`config.mk`:
```
export PLATFORM = sky130hd
export DESIGN_NAME = radio_top
export DESIGN_NICKNAME = d
export VERILOG_FILES = /design/src/radio_pkg.sv /design/src/radio_cmd_regs.sv /design/src/radio_freq_calc.sv /design/src/radio_rx_packer.sv /design/src/radio_top.sv /design/src/radio_tx_keyer.sv
export SDC_FILE = /design/constraint.sdc
export NUM_CORES = 2
export LEC_CHECK = 0
export BUFFER_PORTS_ARGS = -buffer_cell sky130_fd_sc_hd__buf_2
export CAP_MARGIN = 20
export CORE_ASPECT_RATIO = 0.7
export CORE_MARGIN = 2
export CORE_UTILIZATION = 45
export CTS_BUF_LIST = sky130_fd_sc_hd__clkbuf_4
export CTS_CLUSTER_DIAMETER = 120
export DETAILED_ROUTE_END_ITERATION = 16
export HOLD_SLACK_MARGIN = 0.15
export MAX_ROUTING_LAYER = met4
export PLACE_DENSITY = 0.68
export SLEW_MARGIN = 5
export SYNTH_ARGS = -nofsm -noshare
export SYNTH_HDL_FRONTEND = slang
export SYNTH_HIERARCHICAL = 1
export SYNTH_SLANG_ARGS = --single-unit
```
`constraint.sdc`:
```
create_clock -name clk -period 2.64 [get_ports clk]
set_input_delay 0.264 -clock clk [delete_from_list [all_inputs] [get_ports clk]]
set_output_delay 0.264 -clock clk [all_outputs]
set_load 0.05 [all_outputs]
```
`src/radio_pkg.sv`:
```
`default_nettype none

package radio_pkg;

  // ----------------------------------------------------------
  // Sizing
  // ----------------------------------------------------------
  localparam int NUM_RX     = 3;
  localparam int RX_IDX_W   = $clog2(NUM_RX);
  localparam int CMD_ADDR_W = 6;
  localparam int PHASE_W    = 32;
  localparam int SAMPLE_W   = 24;
  localparam int TX_W       = 16;
  localparam int CHAN_W     = 5;
  // Quarter-millisecond timer holds a 5 bit setting times 4
  localparam int QMS_W      = 7;
  localparam int CW_LEVEL_W = 19;

  // Phase increment scale for a 76.8 MHz sample clock
  localparam logic [31:0] FREQ_M2  = 32'd1876499845;
  // Rounding term added before the slice
  localparam logic [31:0] FREQ_M3  = 32'd16777216;
  localparam int          FREQ_LSB = 25;
  localparam int          FREQ_MSB = 56;

  // Command addresses
  localparam logic [CMD_ADDR_W-1:0] CMD_ADDR_CTRL      = 6'h00;
  localparam logic [CMD_ADDR_W-1:0] CMD_ADDR_TX_FREQ   = 6'h01;
  localparam logic [CMD_ADDR_W-1:0] CMD_ADDR_RX0_FREQ  = 6'h02;
  localparam logic [CMD_ADDR_W-1:0] CMD_ADDR_CW_HANG   = 6'h10;
  localparam logic [CMD_ADDR_W-1:0] CMD_ADDR_TX_TIMING = 6'h17;

  // CW shaping ceiling
  localparam logic [CW_LEVEL_W-1:0] MAX_CWLEVEL = 19'h4d800;

  // Command FSM, Gray coded
  localparam logic [1:0] CMD_IDLE  = 2'b00;
  localparam logic [1:0] CMD_FREQ1 = 2'b01;
  localparam logic [1:0] CMD_FREQ2 = 2'b11;
  localparam logic [1:0] CMD_FREQ3 = 2'b10;

  // Transmit run FSM
  localparam logic [2:0] TX_IDLE     = 3'b000;
  localparam logic [2:0] TX_PTT      = 3'b001;
  localparam logic [2:0] TX_PRE      = 3'b110;
  localparam logic [2:0] TX_CW       = 3'b100;
  localparam logic [2:0] TX_CW_HANG  = 3'b101;
  localparam logic [2:0] TX_CWX      = 3'b010;
  localparam logic [2:0] TX_CWX_HANG = 3'b011;

  // Upstream framer FSM
  localparam logic [1:0] RXUS_WAIT1 = 2'b00;
  localparam logic [1:0] RXUS_I     = 2'b10;
  localparam logic [1:0] RXUS_Q     = 2'b11;
  localparam logic [1:0] RXUS_WAIT0 = 2'b01;

  // ----------------------------------------------------------
  // Types
  // ----------------------------------------------------------
  typedef logic [PHASE_W-1:0] phase_t;

  // One command data word, read through the view of its address
  typedef union packed {
    logic [31:0] raw;
    struct packed {
      logic [23:0] rsvd_hi;
      logic [4:0]  last_chan;
      logic        duplex;
      logic [1:0]  rsvd_lo;
    } ctrl;
    struct packed {
      logic [7:0]  hang_hi;
      logic [5:0]  rsvd_mid;
      logic [1:0]  hang_lo;
      logic [15:0] rsvd_lo;
    } cw_hang;
    struct packed {
      logic [18:0] rsvd_hi;
      logic [4:0]  ptt_hang;
      logic [2:0]  rsvd_mid;
      logic [4:0]  latency;
    } timing;
  } cmd_word_u;

  typedef struct packed {
    logic [CHAN_W-1:0] last_chan;
    logic              duplex;
    logic [9:0]        cw_hang_time;
    logic [4:0]        tx_buffer_latency;
    logic [4:0]        ptt_hang_time;
  } radio_cfg_t;

  // Latency 10 and PTT hang 4 out of reset
  localparam radio_cfg_t CFG_RESET = '{
    last_chan:         '0,
    duplex:            1'b0,
    cw_hang_time:      '0,
    tx_buffer_latency: 5'd10,
    ptt_hang_time:     5'd4
  };

  typedef struct packed {
    logic                  capture;
    logic                  commit;
    logic [CMD_ADDR_W-1:0] addr;
    logic [31:0]           data;
  } freq_cmd_t;

  typedef struct packed {
    logic [SAMPLE_W-1:0] i;
    logic [SAMPLE_W-1:0] q;
  } rx_iq_t;

  typedef struct packed {
    logic [TX_W-1:0] i;
    logic [TX_W-1:0] q;
  } tx_iq_t;

endpackage

`default_nettype wire

```
`src/radio_cmd_regs.sv`:
```
`timescale 1ns/1ps
`default_nettype none

module radio_cmd_regs import radio_pkg::*; (
  input  wire logic                  clk,
  input  wire logic                  rst_n_i,
  input  wire logic [CMD_ADDR_W-1:0] cmd_addr_i,
  input  wire cmd_word_u             cmd_data_i,
  input  wire logic                  cmd_rqst_i,
  output logic                       cmd_ack_o,
  output radio_cfg_t                 cfg_o,
  output freq_cmd_t                  freq_cmd_o
);

  logic [1:0] state;
  logic       is_freq_addr;

  // TX slot or one of the receiver slots starting at RX0
  assign is_freq_addr = (cmd_addr_i == CMD_ADDR_TX_FREQ) ||
                        ((cmd_addr_i >= CMD_ADDR_RX0_FREQ) &&
                         (cmd_addr_i < CMD_ADDR_RX0_FREQ + CMD_ADDR_W'(NUM_RX)));

  // ----------------------------------------------------------
  // Command FSM and control registers
  // ----------------------------------------------------------
  always_ff @(posedge clk or negedge rst_n_i) begin
    if (!rst_n_i) begin
      state <= CMD_IDLE;
      cfg_o <= CFG_RESET;
    end else begin
      case (state)
        CMD_IDLE: begin
          if (cmd_rqst_i) begin
            if (is_freq_addr) begin
              state <= CMD_FREQ1;
            end else begin
              // Control words take effect at once with no acknowledge
              case (cmd_addr_i)
                CMD_ADDR_CTRL: begin
                  cfg_o.last_chan <= cmd_data_i.ctrl.last_chan;
                  cfg_o.duplex    <= cmd_data_i.ctrl.duplex;
                end
                CMD_ADDR_CW_HANG: begin
                  cfg_o.cw_hang_time <= {cmd_data_i.cw_hang.hang_hi,
                                         cmd_data_i.cw_hang.hang_lo};
                end
                CMD_ADDR_TX_TIMING: begin
                  cfg_o.tx_buffer_latency <= cmd_data_i.timing.latency;
                  cfg_o.ptt_hang_time     <= cmd_data_i.timing.ptt_hang;
                end
                // Unknown addresses drop silently
                default: ;
              endcase
            end
          end
        end
        // Two cycles of settling for the multiplier
        CMD_FREQ1: state <= CMD_FREQ2;
        CMD_FREQ2: state <= CMD_FREQ3;
        default:   state <= CMD_IDLE;
      endcase
    end
  end

  // Acknowledge in the third stage
  assign cmd_ack_o = (state == CMD_FREQ3);

  // Host holds address and data until the acknowledge
  assign freq_cmd_o.capture = (state == CMD_FREQ2);
  assign freq_cmd_o.commit  = (state == CMD_FREQ3);
  assign freq_cmd_o.addr    = cmd_addr_i;
  assign freq_cmd_o.data    = cmd_data_i.raw;

endmodule

`default_nettype wire

```
`src/radio_freq_calc.sv`:
```
`timescale 1ns/1ps
`default_nettype none

module radio_freq_calc import radio_pkg::*; (
  input  wire logic               clk,
  input  wire logic               rst_n_i,
  input  wire freq_cmd_t          freq_cmd_i,
  input  wire radio_cfg_t         cfg_i,
  output phase_t                  tx_phase_o,
  output phase_t [NUM_RX-1:0]     rx_phase_o
);

  logic [63:0]           freq_prod;
  phase_t                phase_q;
  logic [CMD_ADDR_W-1:0] addr_q;
  logic                  share_rx0;

  // Hz times 2^57 / fclk, rounded
  assign freq_prod = 64'(freq_cmd_i.data) * 64'(FREQ_M2) + 64'(FREQ_M3);

  // Simplex single receiver listens on the TX frequency
  assign share_rx0 = !cfg_i.duplex && (cfg_i.last_chan == '0);

  // Product has had two cycles to settle by the capture stage
  always_ff @(posedge clk) begin
    if (freq_cmd_i.capture) begin
      phase_q <= freq_prod[FREQ_MSB:FREQ_LSB];
      addr_q  <= freq_cmd_i.addr;
    end
  end

  // ----------------------------------------------------------
  // Phase routing on commit
  // ----------------------------------------------------------
  always_ff @(posedge clk or negedge rst_n_i) begin
    if (!rst_n_i) begin
      tx_phase_o <= '0;
      rx_phase_o <= '0;
    end else if (freq_cmd_i.commit) begin
      if (addr_q == CMD_ADDR_TX_FREQ) begin
        tx_phase_o <= phase_q;
        if (share_rx0) rx_phase_o[0] <= phase_q;
      end
      // RX0 write while shared restores the TX phase
      if (addr_q == CMD_ADDR_RX0_FREQ) begin
        rx_phase_o[0] <= share_rx0 ? tx_phase_o : phase_q;
      end
      for (int c = 1; c < NUM_RX; c++) begin
        if (addr_q == CMD_ADDR_RX0_FREQ + CMD_ADDR_W'(c)) rx_phase_o[c] <= phase_q;
      end
    end
  end

endmodule

`default_nettype wire

```
`src/radio_rx_packer.sv`:
```
`timescale 1ns/1ps
`default_nettype none

module radio_rx_packer import radio_pkg::*; (
  input  wire logic                clk,
  input  wire logic                rst_n_i,
  input  wire logic                rx_rdy_i,
  input  wire rx_iq_t [NUM_RX-1:0] rx_sample_i,
  input  wire radio_cfg_t          cfg_i,
  input  wire logic                rx_tready_i,
  output logic [SAMPLE_W-1:0]      rx_tdata_o,
  output logic                     rx_tvalid_o,
  output logic                     rx_tlast_o
);

  logic [1:0]        state;
  logic [1:0]        state_nxt;
  logic [CHAN_W-1:0] chan;
  logic [CHAN_W-1:0] chan_nxt;
  logic [CHAN_W-1:0] last;
  rx_iq_t            cur;

  // Clamp last channel to the receivers that exist
  assign last = (cfg_i.last_chan > CHAN_W'(NUM_RX - 1)) ? CHAN_W'(NUM_RX - 1)
                                                        : cfg_i.last_chan;
  assign cur  = rx_sample_i[chan[RX_IDX_W-1:0]];

  always_ff @(posedge clk or negedge rst_n_i) begin
    if (!rst_n_i) begin
      state <= RXUS_WAIT1;
      chan  <= '0;
    end else begin
      state <= state_nxt;
      chan  <= chan_nxt;
    end
  end

  // ----------------------------------------------------------
  // Framer, one word per cycle once started
  // ----------------------------------------------------------
  always_comb begin
    state_nxt   = state;
    chan_nxt    = chan;
    rx_tdata_o  = '0;
    rx_tvalid_o = 1'b0;
    rx_tlast_o  = 1'b0;

    case (state)
      RXUS_WAIT1: begin
        chan_nxt = '0;
        // tready sampled only here
        if (rx_rdy_i && rx_tready_i) state_nxt = RXUS_I;
      end
      RXUS_I: begin
        rx_tvalid_o = 1'b1;
        rx_tdata_o  = cur.i;
        state_nxt   = RXUS_Q;
      end
      RXUS_Q: begin
        rx_tvalid_o = 1'b1;
        rx_tdata_o  = cur.q;
        if (chan == last) begin
          rx_tlast_o = 1'b1;
          state_nxt  = RXUS_WAIT0;
        end else begin
          chan_nxt  = chan + 1'b1;
          state_nxt = RXUS_I;
        end
      end
      default: begin
        // Rearm once the ready level drops
        chan_nxt = '0;
        if (!rx_rdy_i) state_nxt = RXUS_WAIT1;
      end
    endcase
  end

endmodule

`default_nettype wire

```
`src/radio_top.sv`:
```
`timescale 1ns/1ps
`default_nettype none

module radio_top import radio_pkg::*; (
  input  wire logic                  clk,
  input  wire logic                  rst_n_i,
  // Command slave
  input  wire logic [CMD_ADDR_W-1:0] cmd_addr_i,
  input  wire cmd_word_u             cmd_data_i,
  input  wire logic                  cmd_rqst_i,
  output logic                       cmd_ack_o,
  output phase_t                     tx_phase_o,
  output phase_t [NUM_RX-1:0]        rx_phase_o,
  // Transmit keying
  input  wire logic                  run_i,
  input  wire logic                  qmsec_pulse_i,
  input  wire logic                  ext_keydown_i,
  input  wire tx_iq_t                tx_tdata_i,
  input  wire logic                  tx_tvalid_i,
  input  wire logic [3:0]            tx_tuser_i,
  input  wire logic                  tx_sample_req_i,
  output logic                       tx_tready_o,
  output logic                       tx_on_o,
  output logic                       cw_on_o,
  output tx_iq_t                     tx_iq_o,
  output logic [14:0]                tx_cw_level_o,
  // Receive upstream
  input  wire logic                  rx_rdy_i,
  input  wire rx_iq_t [NUM_RX-1:0]   rx_sample_i,
  input  wire logic                  rx_tready_i,
  output logic [SAMPLE_W-1:0]        rx_tdata_o,
  output logic                       rx_tvalid_o,
  output logic                       rx_tlast_o
);

  radio_cfg_t cfg;
  freq_cmd_t  freq_cmd;

  radio_cmd_regs u_cmd_regs (
    .clk        (clk),
    .rst_n_i    (rst_n_i),
    .cmd_addr_i (cmd_addr_i),
    .cmd_data_i (cmd_data_i),
    .cmd_rqst_i (cmd_rqst_i),
    .cmd_ack_o  (cmd_ack_o),
    .cfg_o      (cfg),
    .freq_cmd_o (freq_cmd)
  );

  radio_freq_calc u_freq_calc (
    .clk        (clk),
    .rst_n_i    (rst_n_i),
    .freq_cmd_i (freq_cmd),
    .cfg_i      (cfg),
    .tx_phase_o (tx_phase_o),
    .rx_phase_o (rx_phase_o)
  );

  radio_tx_keyer u_tx_keyer (
    .clk             (clk),
    .rst_n_i         (rst_n_i),
    .run_i           (run_i),
    .qmsec_pulse_i   (qmsec_pulse_i),
    .ext_keydown_i   (ext_keydown_i),
    .tx_tdata_i      (tx_tdata_i),
    .tx_tvalid_i     (tx_tvalid_i),
    .tx_tuser_i      (tx_tuser_i),
    .tx_sample_req_i (tx_sample_req_i),
    .cfg_i           (cfg),
    .tx_tready_o     (tx_tready_o),
    .tx_on_o         (tx_on_o),
    .cw_on_o         (cw_on_o),
    .tx_iq_o         (tx_iq_o),
    .tx_cw_level_o   (tx_cw_level_o)
  );

  radio_rx_packer u_rx_packer (
    .clk         (clk),
    .rst_n_i     (rst_n_i),
    .rx_rdy_i    (rx_rdy_i),
    .rx_sample_i (rx_sample_i),
    .cfg_i       (cfg),
    .rx_tready_i (rx_tready_i),
    .rx_tdata_o  (rx_tdata_o),
    .rx_tvalid_o (rx_tvalid_o),
    .rx_tlast_o  (rx_tlast_o)
  );

endmodule

`default_nettype wire

```
`src/radio_tx_keyer.sv`:
```
`timescale 1ns/1ps
`default_nettype none

module radio_tx_keyer import radio_pkg::*; (
  input  wire logic        clk,
  input  wire logic        rst_n_i,
  input  wire logic        run_i,
  input  wire logic        qmsec_pulse_i,
  input  wire logic        ext_keydown_i,
  input  wire tx_iq_t      tx_tdata_i,
  input  wire logic        tx_tvalid_i,
  input  wire logic [3:0]  tx_tuser_i,
  input  wire logic        tx_sample_req_i,
  input  wire radio_cfg_t  cfg_i,
  output logic             tx_tready_o,
  output logic             tx_on_o,
  output logic             cw_on_o,
  output tx_iq_t           tx_iq_o,
  output logic [14:0]      tx_cw_level_o
);

  logic [2:0]            state;
  logic [2:0]            state_nxt;
  logic [QMS_W-1:0]      timer;
  logic [QMS_W-1:0]      timer_nxt;
  logic [CW_LEVEL_W-1:0] level;
  logic [CW_LEVEL_W-1:0] level_nxt;
  tx_iq_t                iq_nxt;
  logic                  ptt;
  logic                  cwx;
  logic                  any_key;
  logic [QMS_W-1:0]      lat_load;
  logic [QMS_W-1:0]      ptt_load;
  logic [CW_LEVEL_W-1:0] hang_load;

  // Keying flags from the downstream user bits
  assign ptt     = tx_tuser_i[3] & tx_tvalid_i;
  assign cwx     = tx_tuser_i[2] & tx_tvalid_i;
  assign any_key = ext_keydown_i | cwx | ptt;

  // Settings count in milliseconds, timers in quarter steps
  assign lat_load  = {cfg_i.tx_buffer_latency, 2'b00};
  assign ptt_load  = {cfg_i.ptt_hang_time, 2'b00};
  assign hang_load = CW_LEVEL_W'({cfg_i.cw_hang_time, 2'b00});

  // Top bits of the level drive the CW amplitude
  assign tx_cw_level_o = level[18:4];

  // ----------------------------------------------------------
  // Run FSM registers
  // ----------------------------------------------------------
  always_ff @(posedge clk or negedge rst_n_i) begin
    if (!rst_n_i) begin
      state   <= TX_IDLE;
      timer   <= '0;
      level   <= '0;
      tx_iq_o <= '0;
    end else begin
      // Dropping run forces idle
      state   <= run_i ? state_nxt : TX_IDLE;
      timer   <= timer_nxt;
      level   <= level_nxt;
      tx_iq_o <= iq_nxt;
    end
  end

  always_comb begin
    state_nxt   = state;
    timer_nxt   = timer;
    level_nxt   = level;
    iq_nxt      = tx_iq_o;
    tx_on_o     = 1'b1;
    cw_on_o     = 1'b0;
    tx_tready_o = tx_sample_req_i;

    case (state)
      TX_IDLE: begin
        tx_on_o     = 1'b0;
        tx_tready_o = 1'b0;
        iq_nxt      = '0;
        level_nxt   = '0;
        timer_nxt   = lat_load;
        if (any_key) state_nxt = TX_PRE;
      end

      // Stall the sample stream while the buffer fills
      TX_PRE: begin
        tx_tready_o = 1'b0;
        if (timer != '0) begin
          if (qmsec_pulse_i) timer_nxt = timer - 1'b1;
          if (!any_key) state_nxt = TX_IDLE;
        end else if (ptt) begin
          state_nxt = TX_PTT;
        end else if (ext_keydown_i) begin
          state_nxt = TX_CW;
        end else begin
          state_nxt = TX_CWX;
        end
      end

      TX_PTT: begin
        if (ptt) begin
          timer_nxt = ptt_load;
          if (tx_sample_req_i) iq_nxt = tx_tdata_i;
        end else if (timer != '0) begin
          // PTT hang
          if (qmsec_pulse_i) timer_nxt = timer - 1'b1;
        end else begin
          state_nxt = TX_IDLE;
        end
      end

      TX_CW: begin
        cw_on_o = 1'b1;
        if (ext_keydown_i) begin
          // Ramp up
          if (level != MAX_CWLEVEL) level_nxt = level + 1'b1;
          timer_nxt = lat_load;
        end else if (timer != '0) begin
          // hold the key for the buffer latency
          if (qmsec_pulse_i) timer_nxt = timer - 1'b1;
        end else if (level != '0) begin
          level_nxt = level - 1'b1;
        end else begin
          timer_nxt = lat_load;
          level_nxt = hang_load;
          state_nxt = TX_CW_HANG;
        end
      end

      // Level register doubles as the hang counter
      TX_CW_HANG: begin
        cw_on_o = 1'b1;
        if (ext_keydown_i) begin
          if (timer != '0) begin
            if (qmsec_pulse_i) timer_nxt = timer - 1'b1;
          end else begin
            timer_nxt = lat_load;
            level_nxt = '0;
            state_nxt = TX_CW;
          end
        end else if (level != '0) begin
          if (qmsec_pulse_i) level_nxt = level - 1'b1;
        end else begin
          state_nxt = TX_IDLE;
        end
      end

      TX_CWX: begin
        cw_on_o = 1'b1;
        if (cwx) begin
          if (level != MAX_CWLEVEL) level_nxt = level + 1'b1;
        end else if (level != '0) begin
          level_nxt = level - 1'b1;
        end else begin
          level_nxt = hang_load;
          state_nxt = TX_CWX_HANG;
        end
      end

      TX_CWX_HANG: begin
        cw_on_o = 1'b1;
        if (cwx) begin
          state_nxt = TX_CWX;
        end else if (level != '0) begin
          if (qmsec_pulse_i) level_nxt = level - 1'b1;
        end else begin
          state_nxt = TX_IDLE;
        end
      end

      default: state_nxt = TX_IDLE;
    endcase
  end

endmodule

`default_nettype wire

```
==> reports/qor.csv <==
stage,metric,value,unit
drt,drt_iter0_markers,2502,
synthesis,synth_area,29330,sq um
synthesis,ys_ff_latch,262,
synthesis,synth_edf_count,38,
min_path,holdCritPathClass,input port to flop,
cells_and_area,final_common_cell,inv_1,
timing,clock.fmax,171.9,MHz
timing,min_period,5816,ps
synthesis,yosys_warnings,6,
synthesis,yosys_most_used_dff,dfrtp_1,
timing,rsz0062_at_grt,yes,
floorplanning,die-height,217.6,um
cells_and_area,fillers,5146,
drt,drc_errors,0,
critical_path,cp_max_fo,4,
floorplanning,die_x,309.1,um
place,portBuffers,430,
place,gp_congestion,1.051,
cts,cts_root_buffer,clkbuf_4,
drt,vias_per_cell,5.399,
cells_and_area,layout.cells.non_filler,4689,
run,maxCapViolCount,0,
synthesis,syn_nets,3714,
run_status,failed_checks,negative setup slack,
timing,setup_viol,53,
cts,cts_tree,built,
synthesis,synth_cell_types,112,
cells_and_area,final_cell_mix,"inv_1 (493), buf_4 (456), buf_2 (386), fa_1 (350), ha_1 (268)",
timing,period_share,220.3,%
timing,hold_viol_final,0,
floorplanning,core_area,64610,sq um
place,hpwlAfterDp,85.03,mm
critical_path,crit_path_start_kind,input port,
cells_and_area,drive_gt1_share,42.42,%
synthesis,synth.avg_cell_area,10.56,sq um
drt,detail_route.first_pass.iterations,6,
cts,worstSkewPairLatency,890,ps
cts,cts_made_buffers,73,
cts,cts.clk_slew.worst_paths,60,ps
critical_path,crit_path_end_kind,flop,
drt,drt_wl_total,105.6,mm
cts,cts_sinks,262,
place,dp.cells,4392,
critical_path,critPathRequiredTime,3200,ps
global_routing,grt_pass1_wl,156.0,mm
global_routing,track_usage,31.95,%
cells_and_area,layout.nets,4686,
synthesis,seq_area_frac_synth,23.02,%
timing,setup_ws,-3176,ps
cts,clockBufferDepth,3,
critical_path,worstPathArrival,6370,ps
global_routing,grt_max_degree,69,
drt,wl_per_cell,22.52,um
timing,finalMaxSlewViolations,0,
timing,worstMarginPinSlew,893.5,ps
global_routing,grt_pass1_vias,25280,
run_status,status,"complete, but fails checks",
critical_path,criticalPathCategory,input port to flop,
drt,vias,25310,
floorplanning,initial_core_util,45.39,%
timing,fin_skew,118.7,ps
timing,relSlewSlack,40.08,%
cts,htreeDepth,3,
cells_and_area,areaGrowthSynthToFinish,37.10,%
synthesis,syn_inst,2776,
global_routing,overflow,0,
floorplanning,die-area,67260,sq um
drt,antenna_left,0,
floorplanning,fp-row-count,78,
synthesis,async_flop_share,85.50,%
global_routing,antenna_found_initial,11,
floorplanning,ios,433,
-- layer usage --
layer | wire (um) | part of all wire [%] | GRT usage, % | vias up
met4 | 2913 | 2.8 | 9.498 | 0
met2 | 43860 | 42 | 43.53 | 1319
li1 | - | - | - | 11120
met3 | 11860 | 11 | 8.844 | 177
met1 | 46940 | 44 | 46.06 | 12700
met5 | 0 | 0 | - | -
-- final timing paths --
kind / start / to / slack (ps) / cells past startpoint
worst max-delay path: cmd_data_i[10] / u_freq_calc/phase_q[31] / -3180 / 22
min in group asynchronous: rst_n_i / u_freq_calc/rx_phase_o[62] / 610 / 4
max in group asynchronous: rst_n_i / u_rx_packer/chan[1] / 1590 / 4
worst max register to register: u_tx_keyer/level[0] / u_tx_keyer/level[3] / -120 / 11
worst min register to register: u_cmd_regs/state[0] / u_cmd_regs/state[1] / 440 / 0
worst min-delay path: tx_tdata_i[8] / u_tx_keyer/tx_iq_o[8] / 220 / 4
-- critical path, cell delays in order --
cell and delay [ps]:
buf_12 110, buf_8 130, fa_1 530, inv_2 60
buf_6 120, fa_1 570, fa_1 450, fa_1 510
fa_1 440, fa_1 520, fa_1 430, fa_1 510
inv_2 50, ha_4 220, a21o_1 150, a21o_1 190
a21oi_4 170, o21ai_4 100, a2111oi_4 370, o21ai_1 120
a41o_1 210, xnor2_1 120
-- final cells by class --
| class | instances | area, sq um | share of cell area (%) |
|---|---|---|---|
| inverters | 568 | 2143 | 5.331 |
| clock buffers | 108 | 810.8 | 2.016 |
| flip-flops and latches | 262 | 6756 | 16.80 |
| multi-input cells | 1805 | 21540 | 53.58 |
| repair buffers | 1038 | 7722 | 19.21 |
| well taps | 880 | 1101 | 2.738 |
| clock inverters | 17 | 103.9 | 0.2583 |
| diodes | 11 | 27.53 | 0.06846 |
-- flip-flops by register name (all words and copies together) (netlist names) --
signal and cells:
u_rx_packer/state 2, u_cmd_regs/cfg_o 26, u_tx_keyer/level 19, u_tx_keyer/state 3, u_cmd_regs/state 2, u_freq_calc/addr_q 6, u_freq_calc/rx_phase_o 96, u_freq_calc/tx_phase_o 32
u_tx_keyer/timer 7, u_rx_packer/chan 5, u_tx_keyer/tx_iq_o 32, u_freq_calc/phase_q 32
-- per-stage QoR --
stage / setup WS, ps / cell area (sq um) / util, % / setup TNS (ps) / hold WS (ps)
detailed placement: -4263 / 35600 / 55.11 / -127920 / 276.4
CTS: -3053 / 39200 / 60.68 / -91190 / 153.6
global route: -3277 / 40210 / 62.23 / -102650 / 187.1
floorplan: -3698 / 29730 / - / -108130 / -31.59
finish: -3176 / 40210 / 62.23 / -97180 / 220.5
global placement: -4212 / 35600 / 55.11 / -126310 / 276.3
-- cells in the mapped netlist (32+ instances only) --
cell      count  share of area (%)
nand2_1     180                2.3
clkbuf_1     57               0.73
inv_1       568                7.3
mux2i_1      57                1.9
ha_1        318                 14
o21ai_0     113                1.9
a21oi_1      83                1.4
nor2_1       69               0.88
buf_4        56                1.4
mux2_2      122                4.7
fa_1        392                 27
nand3_1      32               0.55
edfxtp_1     38                3.9
a21o_1       37               0.95
dfrtp_1     221                 19
-- cell families (layout without fill, tap and decap cells) --
| family | after synthesis | count (layout) | share of synthesized area (%) |
|---|---|---|---|
| adders and majority gates | 710 | 710 | 40.33 |
| buffers and inverters | 711 | 1731 | 10.05 |
| AOI/OAI and AO/OA | 414 | 414 | 9.399 |
| muxes | 203 | 203 | 8.473 |
| other | 0 | 11 | 0 |
| DFF | 262 | 262 | 23.02 |
| and+or+nand+nor | 431 | 433 | 7.394 |
| xor gates and xnor gates | 45 | 45 | 1.344 |
-- repair_timing --
action / CTS / global route
pin swaps: 199 / 113
endpoints found under the hold margin: 302 / 0
setup buffers: 59 / 30
gates resized for setup: 335 / 185
hold buffers: 78 / 0
gates cloned: 2 / 2
endpoints found under the setup margin: 84 / 86
Power is not shown: default switching activity piles up to over one toggle a cycle in this logic, so the estimate is an artifact.
